--- config.mk ---
export PLATFORM = sky130hd
export DESIGN_NAME = loadStoreCore
export DESIGN_NICKNAME = d
export VERILOG_FILES = /design/src/hw/ctrlPkg.sv /design/src/hw/cpuPkg.sv /design/src/hw/loadStoreCore.sv /design/src/hw/addressUnit.sv /design/src/hw/registerFile.sv /design/src/hw/loadStoreDecoder.sv /design/src/hw/programCounter.sv /design/src/hw/phaseSequencer.sv
export SDC_FILE = /design/constraint.sdc
export NUM_CORES = 1
export LEC_CHECK = 0
export ABC_AREA = 1
export ABC_CLOCK_PERIOD_IN_PS = 8000
export BUFFER_PORTS_ARGS = -buffer_cell sky130_fd_sc_hd__buf_2
export CAP_MARGIN = 0
export CORE_ASPECT_RATIO = 0.75
export CORE_UTILIZATION = 60
export CTS_CLUSTER_SIZE = 12
export DETAILED_ROUTE_END_ITERATION = 10
export HOLD_SLACK_MARGIN = 0.1
export PLACE_DENSITY = 0.75
export SYNTH_ARGS = -nofsm -noshare
export SYNTH_HDL_FRONTEND = slang
export SYNTH_SLANG_ARGS = --single-unit
--- constraint.sdc ---
create_clock -name CLK -period 8 [get_ports CLK]
set_input_delay 1.6 -clock CLK [delete_from_list [all_inputs] [get_ports CLK]]
set_output_delay 1.6 -clock CLK [all_outputs]
set_load 0.03 [all_outputs]
--- src/hw/ctrlPkg.sv ---
`default_nettype none

package ctrlPkg;

	typedef enum logic {
		ADD = 1'b0,
		SUB = 1'b1
	} aluOpT;

	// Operand A of the address adder
	typedef enum logic [1:0] {
		ZERO    = 2'd0,
		TWO     = 2'd1,
		OFFSET2 = 2'd2
	} aluaSrcT;

	// Where the memory address comes from
	typedef enum logic {
		REGB_DATA  = 1'b0,
		ALU_RESULT = 1'b1
	} addrBusT;

	// Register number used by port B
	typedef enum logic [1:0] {
		ARGB = 2'd0,
		RFP  = 2'd1,
		RSP  = 2'd2,
		RRS  = 2'd3
	} regbAddrT;

	typedef struct packed {
		logic     regaEn;
		logic     regbEn;
		logic     regaWen;
		logic     regbWen;
		aluOpT    aluOp;
		aluaSrcT  aluaSrc;
		addrBusT  addrBus;
		regbAddrT regbAddr;
		logic     memRd;
		logic     memWr;
	} ctrlT;

endpackage

`default_nettype wire

--- src/hw/cpuPkg.sv ---
`default_nettype none

package cpuPkg;

	// Instruction phases, one clock each
	typedef enum logic [1:0] {
		FETCH   = 2'b00,
		DECODE  = 2'b01,
		EXECUTE = 2'b10,
		COMMIT  = 2'b11
	} phaseT;

	// Instruction group in bits 15:14
	typedef enum logic [1:0] {
		GROUP_GENERAL    = 2'b00,
		GROUP_LOAD_STORE = 2'b01,
		GROUP_ALU        = 2'b10,
		GROUP_BRANCH     = 2'b11
	} groupT;

	// Pointer update field, bits 13:12
	typedef enum logic [1:0] {
		NONE     = 2'b00,
		PRE_DEC  = 2'b01,
		OFFSET   = 2'b10,
		POST_INC = 2'b11
	} incModeT;

	typedef enum logic {
		LD = 1'b0,
		ST = 1'b1
	} lsOpT;

	// Base register choice for offset forms
	typedef enum logic [2:0] {
		REG_MEM      = 3'd0,
		REG_FRAME    = 3'd1,
		REG_STACK    = 3'd2,
		REG_RETSTACK = 3'd3
	} lsModeT;

	typedef struct packed {
		groupT       group;
		incModeT     incMode;
		lsOpT        op;
		lsModeT      mode;
		logic [3:0]  ra;
		logic [3:0]  rbOrOffset;
	} instrT;

	// Frame, data stack and return stack pointers
	localparam logic [3:0] RFP = 4'd13;
	localparam logic [3:0] RSP = 4'd14;
	localparam logic [3:0] RRS = 4'd15;

endpackage

`default_nettype wire
--- src/hw/loadStoreCore.sv ---
`default_nettype none

module loadStoreCore #(
	parameter logic [15:0] resetAddr = 16'h0000
) (
	input  logic          CLK,
	input  logic          rstN,
	input  cpuPkg::instrT instr,
	input  logic [15:0]   memRdata,
	output logic          fetch,
	output logic [15:0]   instrAddr,
	output logic [15:0]   memAddr,
	output logic [15:0]   memWdata,
	output logic          memRd,
	output logic          memWr
);
	import cpuPkg::*;
	import ctrlPkg::*;

	phaseT       phase;
	instrT       instrReg;
	ctrlT        ctrl;
	logic [3:0]  regbNum;
	logic [15:0] regaData;
	logic [15:0] regbData;
	logic [15:0] aluResult;
	logic [15:0] loadData;

	phaseSequencer phaseSequencer_i (
		.CLK   (CLK),
		.rstN  (rstN),
		.phase (phase)
	);

	programCounter #(
		.resetAddr (resetAddr)
	) programCounter_i (
		.CLK       (CLK),
		.rstN      (rstN),
		.phase     (phase),
		.instrAddr (instrAddr)
	);

	// Instruction register, loaded at the end of FETCH
	always_ff @(posedge CLK) begin
		if (!rstN) begin
			instrReg <= '0;
		end else if (phase == FETCH) begin
			instrReg <= instr;
		end
	end

	assign fetch = (phase == FETCH);

	loadStoreDecoder loadStoreDecoder_i (
		.phase (phase),
		.instr (instrReg),
		.ctrl  (ctrl)
	);

	// Port B select to a register number
	always_comb begin
		case (ctrl.regbAddr)
			ctrlPkg::RFP: regbNum = cpuPkg::RFP;
			ctrlPkg::RSP: regbNum = cpuPkg::RSP;
			ctrlPkg::RRS: regbNum = cpuPkg::RRS;
			default:      regbNum = instrReg.rbOrOffset;
		endcase
	end

	registerFile registerFile_i (
		.CLK      (CLK),
		.rstN     (rstN),
		.ctrl     (ctrl),
		.regaAddr (instrReg.ra),
		.regbAddr (regbNum),
		.regaDin  (loadData),
		.regbDin  (aluResult),
		.regaData (regaData),
		.regbData (regbData)
	);

	addressUnit addressUnit_i (
		.CLK       (CLK),
		.rstN      (rstN),
		.ctrl      (ctrl),
		.offset    (instrReg.rbOrOffset),
		.regbData  (regbData),
		.memRdata  (memRdata),
		.aluResult (aluResult),
		.memAddr   (memAddr),
		.loadData  (loadData)
	);

	assign memWdata = regaData;
	assign memRd    = ctrl.memRd;
	assign memWr    = ctrl.memWr;

endmodule

`default_nettype wire

--- src/hw/addressUnit.sv ---
`default_nettype none

module addressUnit (
	input  logic          CLK,
	input  logic          rstN,
	input  ctrlPkg::ctrlT ctrl,
	input  logic [3:0]    offset,
	input  logic [15:0]   regbData,
	input  logic [15:0]   memRdata,
	output logic [15:0]   aluResult,
	output logic [15:0]   memAddr,
	output logic [15:0]   loadData
);
	import ctrlPkg::*;

	logic        access;
	logic [15:0] aluaNow;
	logic [15:0] aluaHeld;
	logic [15:0] baseHeld;
	logic [15:0] aluA;
	logic [15:0] aluB;

	// A strobe marks the EXECUTE cycle of a load or store
	assign access = ctrl.memRd | ctrl.memWr;

	always_comb begin
		case (ctrl.aluaSrc)
			TWO:     aluaNow = 16'd2;
			// Word offset scaled to bytes
			OFFSET2: aluaNow = {11'd0, offset, 1'b0};
			default: aluaNow = 16'd0;
		endcase
	end

	// Live operands in EXECUTE, held copies afterwards
	assign aluA = access ? aluaNow : aluaHeld;
	assign aluB = access ? regbData : baseHeld;

	assign aluResult = (ctrl.aluOp == SUB) ? (aluB - aluA) : (aluB + aluA);
	assign memAddr   = (ctrl.addrBus == ALU_RESULT) ? aluResult : regbData;

	always_ff @(posedge CLK) begin
		if (access) begin
			aluaHeld <= aluaNow;
			baseHeld <= regbData;
		end
	end

	// Read data kept for the COMMIT write to Ra
	always_ff @(posedge CLK) begin
		if (!rstN) begin
			loadData <= '0;
		end else if (ctrl.memRd) begin
			loadData <= memRdata;
		end
	end

endmodule

`default_nettype wire

--- src/hw/registerFile.sv ---
`default_nettype none

module registerFile (
	input  logic          CLK,
	input  logic          rstN,
	input  ctrlPkg::ctrlT ctrl,
	input  logic [3:0]    regaAddr,
	input  logic [3:0]    regbAddr,
	input  logic [15:0]   regaDin,
	input  logic [15:0]   regbDin,
	output logic [15:0]   regaData,
	output logic [15:0]   regbData
);
	import ctrlPkg::*;

	logic [15:0] regs [16];
	logic        regaWrite;
	logic        regbWrite;

	assign regaWrite = ctrl.regaEn && ctrl.regaWen;
	assign regbWrite = ctrl.regbEn && ctrl.regbWen;

	// Reads are combinational
	assign regaData = regs[regaAddr];
	assign regbData = regs[regbAddr];

	always_ff @(posedge CLK) begin
		if (!rstN) begin
			for (int i = 0; i < 16; i++) begin
				regs[i] <= '0;
			end
		end else begin
			if (regbWrite) begin
				regs[regbAddr] <= regbDin;
			end
			// Port A last so it wins when both hit one register
			if (regaWrite) begin
				regs[regaAddr] <= regaDin;
			end
		end
	end

endmodule

`default_nettype wire

--- src/hw/loadStoreDecoder.sv ---
`default_nettype none

module loadStoreDecoder (
	input  cpuPkg::phaseT phase,
	input  cpuPkg::instrT instr,
	output ctrlPkg::ctrlT ctrl
);
	import cpuPkg::*;
	import ctrlPkg::*;

	logic isLoadStore;
	logic ptrUpdate;

	assign isLoadStore = (instr.group == GROUP_LOAD_STORE);
	assign ptrUpdate   = (instr.incMode == PRE_DEC) || (instr.incMode == POST_INC);

	always_comb begin
		// Plain (Rb) access unless the instruction says otherwise
		ctrl          = '0;
		ctrl.aluOp    = ADD;
		ctrl.aluaSrc  = ZERO;
		ctrl.addrBus  = REGB_DATA;
		ctrl.regbAddr = ARGB;

		if (isLoadStore) begin
			case (instr.incMode)
				PRE_DEC: begin
					// Address is the decremented pointer
					ctrl.aluaSrc = TWO;
					ctrl.aluOp   = SUB;
					ctrl.addrBus = ALU_RESULT;
				end
				POST_INC: begin
					// Old pointer goes out, Rb+2 written back
					ctrl.aluaSrc = TWO;
				end
				OFFSET: begin
					ctrl.aluaSrc = OFFSET2;
					ctrl.addrBus = ALU_RESULT;
					case (instr.mode)
						REG_FRAME: begin
							// Frame locals sit below FP
							ctrl.aluOp    = SUB;
							ctrl.regbAddr = ctrlPkg::RFP;
						end
						REG_STACK: begin
							ctrl.regbAddr = ctrlPkg::RSP;
						end
						REG_RETSTACK: begin
							ctrl.regbAddr = ctrlPkg::RRS;
						end
						default: begin
							// No base register, same as (Rb)
							ctrl.aluaSrc = ZERO;
							ctrl.addrBus = REGB_DATA;
						end
					endcase
				end
				default: begin
					ctrl.aluaSrc = ZERO;
				end
			endcase

			case (phase)
				EXECUTE: begin
					ctrl.regaEn = 1'b1;
					ctrl.regbEn = 1'b1;
					ctrl.memRd  = (instr.op == LD);
					ctrl.memWr  = (instr.op == ST);
				end
				COMMIT: begin
					// Ports stay enabled for the write-back
					ctrl.regaEn  = 1'b1;
					ctrl.regbEn  = 1'b1;
					ctrl.regaWen = (instr.op == LD);
					ctrl.regbWen = ptrUpdate;
				end
				default: begin
					ctrl.regaEn = 1'b0;
				end
			endcase
		end
	end

endmodule

`default_nettype wire

--- src/hw/programCounter.sv ---
`default_nettype none

module programCounter #(
	parameter logic [15:0] resetAddr = 16'h0000
) (
	input  logic          CLK,
	input  logic          rstN,
	input  cpuPkg::phaseT phase,
	output logic [15:0]   instrAddr
);
	import cpuPkg::*;

	// Steps on the edge that ends COMMIT so the next FETCH sees the new address
	always_ff @(posedge CLK) begin
		if (!rstN) begin
			instrAddr <= resetAddr;
		end else if (phase == COMMIT) begin
			instrAddr <= instrAddr + 16'd1;
		end
	end

endmodule

`default_nettype wire

--- src/hw/phaseSequencer.sv ---
`default_nettype none

module phaseSequencer (
	input  logic          CLK,
	input  logic          rstN,
	output cpuPkg::phaseT phase
);
	import cpuPkg::*;

	phaseT nextPhase;

	// Fixed rotation, nothing can hold it
	always_comb begin
		case (phase)
			FETCH:   nextPhase = DECODE;
			DECODE:  nextPhase = EXECUTE;
			EXECUTE: nextPhase = COMMIT;
			default: nextPhase = FETCH;
		endcase
	end

	always_ff @(posedge CLK) begin
		if (!rstN) begin
			phase <= FETCH;
		end else begin
			phase <= nextPhase;
		end
	end

endmodule

`default_nettype wire

-- Word level (Yosys, flattened, before mapping)
Memories as Yosys holds them, arrays and structs flattened. A register that Yosys moved wholly into a read port is not among the register bits.
Index checks and enable logic that the tools add are counted.
- flip-flop bits (word level): 82
- bits in latches: 0
- RAM bits: 256
- memory bits (read-only): 0
- bits of input ports: 34
- output and inout port bits: 51
- word-level logic and storage cells: 74
- memories kept: 1
- $add $sub $neg: 3
- multipliers: 0
- div/mod/pow operators: 0
- order comparisons: 0
- equality and inequality tests: 15
- shift operators: 0
- mux-type cells: 33
- bitwise logic cells: 2
- reduce and logical (&&, ||, !) cells: 9
- memories (name ; words ; bits a word ; rd ports ; clocked after Yosys merged registers in ; wr ports ; line ; source):
    registerFile_i.regs ; 16 ; 16 ; 2 ; 1 ; 16 ; registerFile.sv:16 ; logic [15:0] regs [16];
- operator list (cell ; count):
    16-bit 2-to-1 mux ; 6
    16-bit OR reduction ; 2
    16-bit by 1-bit adder with 16-bit output, second input constant ; 1
    16-bit adder ; 1
    4-bit 2-to-1 mux ; 4
    16-bit subtractor ; 1
    2-bit == test, second input constant ; 7
    12-bit 2-to-1 mux ; 1
    2-bit case mux with 3 select lines ; 2
    4-bit case mux with 3 select lines ; 1
    1-bit 2-to-1 mux ; 11
    2-bit by 1-bit == test with 1-bit output, second input constant ; 5
    5-bit case mux with 2 select lines ; 1
    3-bit by 2-bit == test with 1-bit output, second input constant ; 2
    2-bit 2-to-1 mux ; 3
    1-bit case mux with 2 select lines ; 2
    2-bit case mux with 2 select lines ; 1
    2-bit OR reduction ; 2
    3-bit by 1-bit == test with 1-bit output, second input constant ; 1
    3-bit 2-to-1 mux ; 1
    3-bit OR reduction ; 1
    1-bit logical AND ; 2
    2-bit zero test ; 1
    1-bit logical OR ; 1
    2 further kinds ; 2

-- Logic depth before layout (Yosys ltp)
Gate-level depths: netlist (run 1).
An unclocked memory read counts as a cell.
- word-level depth: 12
- depth in mapped cells: 32
- depth with buffers taken out: 31

-- By module
From an unflattened synthesis (run 1), not the netlist that was laid out.
- cell total of the unflattened synthesis: 3302
- area total of the unflattened synthesis: 22407.7 um^2
- by module, submodules not included (module ; times used ; cells each ; area an instance (um^2) ; seq. area each (um^2)):
    registerFile ; 1 ; 2577 ; 17466.8 ; 7687.4
    addressUnit ; 1 ; 436 ; 3045.4 ; 960.9
    programCounter ; 1 ; 127 ; 858.3 ; 320.3
    loadStoreCore ; 1 ; 111 ; 718.2 ; 320.3
    loadStoreDecoder ; 1 ; 38 ; 211.5 ; 0.0
    phaseSequencer ; 1 ; 13 ; 107.6 ; 40.0

-- Worst setup path before layout (run 1)
OpenSTA, ideal clock, no wires.
- path kind: register -> output
- start: register instrReg[12] (netlist bit)
- end: output memAddr[14]
- arrival: 4.352 ns
- required time: 6.400 ns
- slack: 2.048 ns
- stages on the path, launching flop included: 31
- path buffers: 1
- path through: dfxtp_1 inv_1 ha_1 inv_1 nor2_2 nand2_2 nor2_1 inv_1 ha_1 nor2_1 o21ai_0 nand2_1 inv_1 ha_1 inv_1 nor2_1 nand4_1 nor2_1 nand3_1 nand2_1 xor2_1 inv_1 ha_1 inv_1 nor3_1 nand4_1 o21ai_0 xor2_1 clkbuf_1 nand2_1 o21ai_0
- cells in the longest elaborated chain, start to end: 10
- elaborated cells on any way between the ends: 23
- those cells by class: add/sub (2); eq/ne (8); mux (11); reduce/logical (1); memory (1)
- ends and longest elaborated chain (what ; line ; source):
    start: declaration ; loadStoreCore.sv:21 ; instrT instrReg;
    start signal: assignment ; loadStoreCore.sv:49 ; instrReg <= instr;
    2-bit == test or 2-bit by 1-bit == test with 1-bit output (tied branches) ; loadStoreDecoder.sv:26 ; case (instr.incMode)
    2-bit OR reduction (no source line) ; - ;
    2-bit case mux with 2 select lines (*) ; loadStoreDecoder.sv:26 ;
    12-bit 2-to-1 mux (*) ; loadStoreDecoder.sv:25 ; if (isLoadStore) begin
    2-bit == test or 2-bit by 1-bit == test with 1-bit output (tied branches) ; addressUnit.sv:27 ; case (ctrl.aluaSrc)
    5-bit case mux with 2 select lines (*) ; addressUnit.sv:27 ;
    16-bit 2-to-1 mux (*) ; addressUnit.sv:36 ; assign aluA = access ? aluaNow : aluaHeld;
    net addressUnit_i.aluA[1] ; addressUnit.sv:20 ; logic [15:0] aluA;
    16-bit adder or 16-bit subtractor (tied branches) ; addressUnit.sv:39 ; assign aluResult = (ctrl.aluOp == SUB) ? (aluB - aluA) : (aluB + aluA);
    16-bit 2-to-1 mux (*) ; addressUnit.sv:39 ;
    16-bit 2-to-1 mux (*) ; addressUnit.sv:40 ; assign memAddr = (ctrl.addrBus == ALU_RESULT) ? aluResult : regbData;
    end: declaration ; loadStoreCore.sv:12 ; output logic [15:0] memAddr,
The timed path passes the listed nets; every way through them passes the cells marked *.

-- Worst setup path after layout (run 1)
- start: register instrReg[12] (netlist bit)
- end: output memAddr[13]
- cells in the longest elaborated chain, start to end: 10
- elaborated cells on any way between the ends: 23
- those cells by class: add/sub (2); eq/ne (8); mux (11); reduce/logical (1); memory (1)
- ends and longest elaborated chain (what ; line ; source):
    2-bit == test (*) ; loadStoreDecoder.sv:26 ;
    2-bit 2-to-1 mux (*) ; loadStoreDecoder.sv:26 ;
    12-bit 2-to-1 mux (*) ; loadStoreDecoder.sv:25 ;
    2-bit == test or 2-bit by 1-bit == test with 1-bit output (tied branches) ; loadStoreCore.sv:63 ; case (ctrl.regbAddr)
    4-bit case mux with 3 select lines (*) ; loadStoreCore.sv:63 ;
    memory 16 x 16 bit (*) ; - ;
    16-bit 2-to-1 mux (*) ; addressUnit.sv:37 ; assign aluB = access ? regbData : baseHeld;
    net addressUnit_i.aluB[4] ; addressUnit.sv:21 ; logic [15:0] aluB;
    16-bit adder or 16-bit subtractor (tied branches) ; addressUnit.sv:39 ;
    16-bit 2-to-1 mux (*) ; addressUnit.sv:39 ;
    16-bit 2-to-1 mux (*) ; addressUnit.sv:40 ;
Marks and branches as above.

==> out/qor.yml, run 1 <==
p_leak_nw: 7.718
synth_area_leaders: "edfxtp_1, nand2_1, dfxtp_1"
ir_drop_v: 0.0003344
crit_path_end: "memAddr[13]"
critPathMaxFanout: 27
die_x_um: 207.8
outcome: "finished clean"
hold_path_class: "reg -> reg"
gp_congestion: 0.9615
viasPerCell: 6.838
crit_required_ns: 6.40
cp.arrival_ns: 5.96
max_stage_delay_ns: 0.56
intPower_w: 0.003810
grt_pass1_vias: 16540
dieHeight_um: 156.3
grt_max_degree: 92
final_util_pct: 65.98
syn_inst: 2213
final_nets: 2267
cts_buffer_depth: 3
drc_errors: 0
cts_tree: "built"
drtAntennaViolNets: 0
h-tree-depth: 2
synth_nets: 2274
yosys.area.top_type: "edfxtp_1"
clkSinkCount: 342
setup_violations: 0
fmax_ghz: 0.1323
io_pins: 85
core-area_um2: 31250
finalCritPeriodShare_pct: 94.50
critical_path_class: "reg -> out"
cts_made_buffers: 36
hpwlAfterDp_mm: 43.05
yosys-top-cells-count: "nand2_1, edfxtp_1, o22ai_1"
drv_slew: 0
hold_violations: 0
worstSkewPairLatency_ns: 0.55
synth_edf_count: 256
die_area_um2: 32480
rsz0062_at_grt: "no"
initial_core_util_pct: 60.97
dr.pass1.iters: 6
ys_seq_area_share_pct: 49.39
synth_cell_types: 47
synth_most_common_cell: "nand2_1"
io_buffer_count: 84
cts_resized: 0
start_kind: "flop"
p_sw_w: 0.003254
vias: 18020
netlist_area_um2: 19050
drv_cap: 0
tns_ns: 0
relSlewSlack_pct: 7.334
synthToLayoutAreaGrowth_pct: 8.229
antenna_found_initial: 1
r2r_start: "instrReg[12]$_SDFFE_PN0P_"
clockPowerShare_pct: 22.3
synth_warnings: 0
synth_top_area_share_pct: 40.35
period_needed_ns: 7.560
wl_mm: 65.01
synthFlopType: "edfxtp_1"
fp-row-count: 56
cts_root_buf: "clkbuf_16"
sw_frac_of_total_pct: 46.06
path_common_cell: "nand2_1"
reg2reg_setup_slack_ns: 2.53
drt-initial-drc-count: 3175
cts_setup_buffers: 0
async_flop_share_pct: 0
worstReg2RegEnd: "registerFile_i.regs[0][15]$_DFFE_PP_"
num-fill-cells: 2554
synth_area_per_cell_um2: 8.609
tightest_slew_ns: 1.386
layout.cells.non_filler: 2635
finClkSkew_ns: 0.02497
worstSetupEndpointType: "primary output"
seq_power_share_pct: 30.4
worstRegToRegCells: 24
clk_pin_slew_ns: 0.06
startpoint: "instrReg[12]$_SDFFE_PN0P_"
grt.overflow.total: 0
combPwrFrac_pct: 47.3
cts_hold_buf: 0
drive_gt1_share_pct: 9.425
wl_per_cell_um: 24.67
track_usage_pct: 39.07
slowest_stage: "nor2_4"
post-place-cells: 2574
synth-seq-cells: 342
power_density_nw_per_um2: 342.6
grt_pass1_wl_mm: 95.97
sequential cells by signal, indices dropped and copies added, names as in the netlist, named ones only:
signal,flops
addressUnit_i.aluaHeld,16
addressUnit_i.baseHeld,16
addressUnit_i.loadData,16
instrReg,16
phaseSequencer_i.phase,2
programCounter_i.instrAddr,16
registerFile_i.regs,256
cells in the final DEF, fill, tap and decap left out, drive strengths merged, types with 3 or more instances in the layout:
master   netlist  layout
o31ai          4       4
clkinv        15      24
ha            26      26
o211ai        63      63
a21oi        119     119
xor2          25      25
nand4         15      15
o21ai        185     185
dfxtp         86      86
nand2        480     480
o21a           4       4
o2111ai       51      51
buf           38     113
xnor2          3       3
nand3         75      75
o22ai        214     214
nor3          12      12
mux2i         64      64
a22oi         10      10
inv          208     210
edfxtp       256     256
clkbuf       120      49
nor2         125     125
how the worst min path moves through the flow:
stage                                             from                                 end  slack [ns]  cells past startpoint
finish              addressUnit_i.baseHeld[10]$_DFF_P_  addressUnit_i.baseHeld[10]$_DFF_P_        0.47                      2
global route         addressUnit_i.baseHeld[2]$_DFF_P_   addressUnit_i.baseHeld[2]$_DFF_P_        0.49                      2
CTS                 addressUnit_i.aluaHeld[15]$_DFF_P_  addressUnit_i.aluaHeld[15]$_DFF_P_        0.47                      2
detailed placement   addressUnit_i.baseHeld[2]$_DFF_P_   addressUnit_i.baseHeld[2]$_DFF_P_        0.45                      2
global placement    addressUnit_i.aluaHeld[15]$_DFF_P_  addressUnit_i.aluaHeld[15]$_DFF_P_        0.44                      2
floorplan            addressUnit_i.baseHeld[2]$_DFF_P_   addressUnit_i.baseHeld[2]$_DFF_P_        0.43                      2
logic make-up (layout without fill, tap and decap cells):
group                    after synthesis  count (layout)  share of synthesized area (%)
multiplexers                          64              64                          3.362
flip-flops                           342             342                          49.39
AO/OA/AOI/OAI                        660             660                          21.04
other                                  0               1                              0
XOR/XNOR                              28              28                          1.327
buffers and inverters                381             396                          7.822
AND/OR/NAND/NOR                      711             711                          15.25
adder cells (fa/ha/maj)               27              27                          1.813
worst max-delay path, delay by kind of cell, from the launching register on:
family          cells  cell delay [ns]
simple gates       13             1.99
buf+inv             6             1.29
compound gates      7             1.17
fa+ha+maj           2             0.46
flops               1             0.33
xor+xnor            1             0.14
layer usage:
metal  vias up  GRT usage (%)  routed length (um)
met5         -         0.5997                   0
met4         0          18.94                2956
met3       254          8.991                9641
met2      1590          58.55               27870
met1      8314          53.67               24550
li1       7859              -                   -
area by class of cell:
cell class | count | area, um^2 | share of cell area, %
clock inverter | 11 | 56.30 | 0.2731
timing repair buffer | 113 | 650.6 | 3.155
sequential | 342 | 9415 | 45.66
antenna | 1 | 2.502 | 0.01214
tap | 406 | 508.0 | 2.464
multi-input combinational | 1490 | 8165 | 39.60
clock buffer | 49 | 982.2 | 4.763
inverter | 223 | 839.6 | 4.072
metrics by stage:
step                hold WS (ns)  instance area, um^2  worst slack, ns  power, W
finish                    0.4670                20620           0.4403  0.007065
floorplan                 0.4262                19050            2.048  0.004286
global placement          0.4374                19580            1.206  0.005315
global route              0.4882                20620          0.06911  0.007246
CTS                       0.4675                20610           0.4520  0.006896
detailed placement        0.4509                19580            1.042  0.005371
power groups by stage:
stage	clock, W	combinational [W]	sequential (W)
floorplan	0	0.00218	0.00211
global placement	0	0.00314	0.00217
detailed placement	0	0.00319	0.00218
CTS	0.00155	0.00320	0.00214
global route	0.00162	0.00347	0.00216
finish	0.00157	0.00334	0.00215
Power figures use the tool's default switching activity.
==> run 2: changes to the inputs <==
--- a/config.mk
+++ b/config.mk
@@ -14,7 +14,7 @@
 export CTS_CLUSTER_SIZE = 12
 export DETAILED_ROUTE_END_ITERATION = 10
 export HOLD_SLACK_MARGIN = 0.1
-export PLACE_DENSITY = 0.75
+export PLACE_DENSITY = 0.78
 export SYNTH_ARGS = -nofsm -noshare
 export SYNTH_HDL_FRONTEND = slang
 export SYNTH_SLANG_ARGS = --single-unit
==> out/qor.yml, run 2 (synthesis results as in run 1) <==
design_area_um2: 20730
setup_violations: 0
critical_path.top_delay_family: "simple AND/OR/NAND/NOR gates"
rsz0062_at_grt: "no"
gp_congestion: 0.9630
path_buf_inv: 7
clkSinkCount: 342
seq_power_share_pct: 29.9
slowest_stage: "nor2_4"
clockPowerShare_pct: 22.4
critPathMaxFanout: 25
relSlewSlack_pct: 15.24
worstSkewPairLatency_ns: 0.55
largest_reg_flops: 256
dr.pass1.iters: 8
combPwrFrac_pct: 47.7
worstSetupEndpointType: "primary output"
place_area_um2: 19610
drt-initial-drc-count: 3734
synthToLayoutAreaGrowth_pct: 8.800
intPower_w: 0.003840
h-tree-depth: 2
io_buffer_count: 84
grt_pass1_wl_mm: 99.02
diodes: 0
initial_core_util_pct: 60.97
final_nets: 2279
whs_ns: 0.4629
tns_ns: 0
drc_errors: 0
fmax_ghz: 0.1284
max_stage_delay_ns: 0.61
cp.arrival_ns: 6.19
layout_common_cells: "nand2_1, edfxtp_1, o22ai_1"
vias: 18360
crit_required_ns: 6.40
finalCritPeriodShare_pct: 97.34
fp-row-count: 56
final_util_pct: 66.33
tightest_slew_ns: 1.268
grt_pass1_vias: 17300
drive_gt1_share_pct: 9.946
die_x_um: 207.8
dp_slack_ns: 0.9091
drtAntennaViolNets: 0
drv_slew: 0
wl_per_cell_um: 25.21
io_pins: 85
ir_drop_v: 0.0003204
cts_made_buffers: 36
path_common_cell: "nand2_1"
worst_slack_ns: 0.2124
die_area_um2: 32480
num-fill-cells: 2541
clk_pin_slew_ns: 0.06
dieHeight_um: 156.3
critical_path_class: "reg -> out"
start_kind: "flop"
cts_root_buf: "clkbuf_16"
sw_frac_of_total_pct: 46.10
hold_path_class: "reg -> reg"
p_sw_w: 0.003285
drv_cap: 0
wl_mm: 66.76
hpwlAfterDp_mm: 43.25
outcome: "finished clean"
cts_tree: "built"
track_usage_pct: 39.90
final_common_cell: "nand2_1"
hold_violations: 0
core-area_um2: 31250
period_needed_ns: 7.788
power_density_nw_per_um2: 343.7
p_leak_nw: 7.773
top_register: "registerFile_i.regs"
viasPerCell: 6.932
grt.overflow.total: 0
cts_buffer_depth: 3
finClkSkew_ns: 0.01825
antenna_found_initial: 0
grt_max_degree: 87
==> run 2: tightest hold or removal path, cell delays in order, from the launching register on <==
cell	delay, ns
dfxtp_1	0.31
nand2_1	0.05
nand2_1	0.08
==> run 2: final cells by class <==
cell class | count | area [um^2] | area share, %
Clock buffer | 54 | 1005 | 4.847
Multi-Input combinational cell | 1491 | 8190 | 39.51
Tap cell | 406 | 508.0 | 2.451
Timing Repair Buffer | 124 | 724.4 | 3.495
Inverter | 223 | 839.6 | 4.050
Clock inverter | 8 | 46.29 | 0.2233
Sequential cell | 342 | 9415 | 45.42
==> run 2: worst paths after layout <==
kind | slack (ns) | start | end | depth (start not counted)
max | 0.21 | instrReg[12]$_SDFFE_PN0P_ | memAddr[13] | 29
min | 0.46 | addressUnit_i.baseHeld[12]$_DFF_P_ | addressUnit_i.baseHeld[12]$_DFF_P_ | 2
max reg2reg | 2.47 | instrReg[12]$_SDFFE_PN0P_ | registerFile_i.regs[12][10]$_DFFE_PP_ | 26
min reg2reg | 0.46 | addressUnit_i.baseHeld[12]$_DFF_P_ | addressUnit_i.baseHeld[12]$_DFF_P_ | 2
==> run 2: stage by stage <==
step / total power (W) / instances
CTS: 0.006926 / 2642
global route: 0.007309 / 2648
floorplan: 0.004286 / 2213
finish: 0.007125 / 2648
global placement: 0.005312 / 2580
detailed placement: 0.005372 / 2580
==> run 2: power groups by stage <==
stage	logic [W]	registers [W]	clock network, W
final	0.00340	0.00213	0.00159
after global routing	0.00352	0.00214	0.00165
after CTS	0.00322	0.00213	0.00157
after global placement	0.00315	0.00216	0
after detailed placement	0.00321	0.00216	0
after floorplan	0.00218	0.00211	0
==> run 2: layer usage <==
| metal | vias up | wire length, um | global-route usage, % | part of all wire, % |
|---|---|---|---|---|
| li1 | 7905 | - | - | - |
| met1 | 8441 | 24370 | 54.31 | 36 |
| met2 | 1729 | 28820 | 60.02 | 43 |
| met3 | 280 | 10690 | 10.50 | 16 |
| met4 | 0 | 2883 | 18.06 | 4.3 |
| met5 | - | 0 | 0 | 0 |
==> run 2: what timing repair did <==
item	CTS	global route
buffers inserted	0	5
endpoints found under the setup margin	0	4
gates resized for setup	0	6
hold buffers	0	0
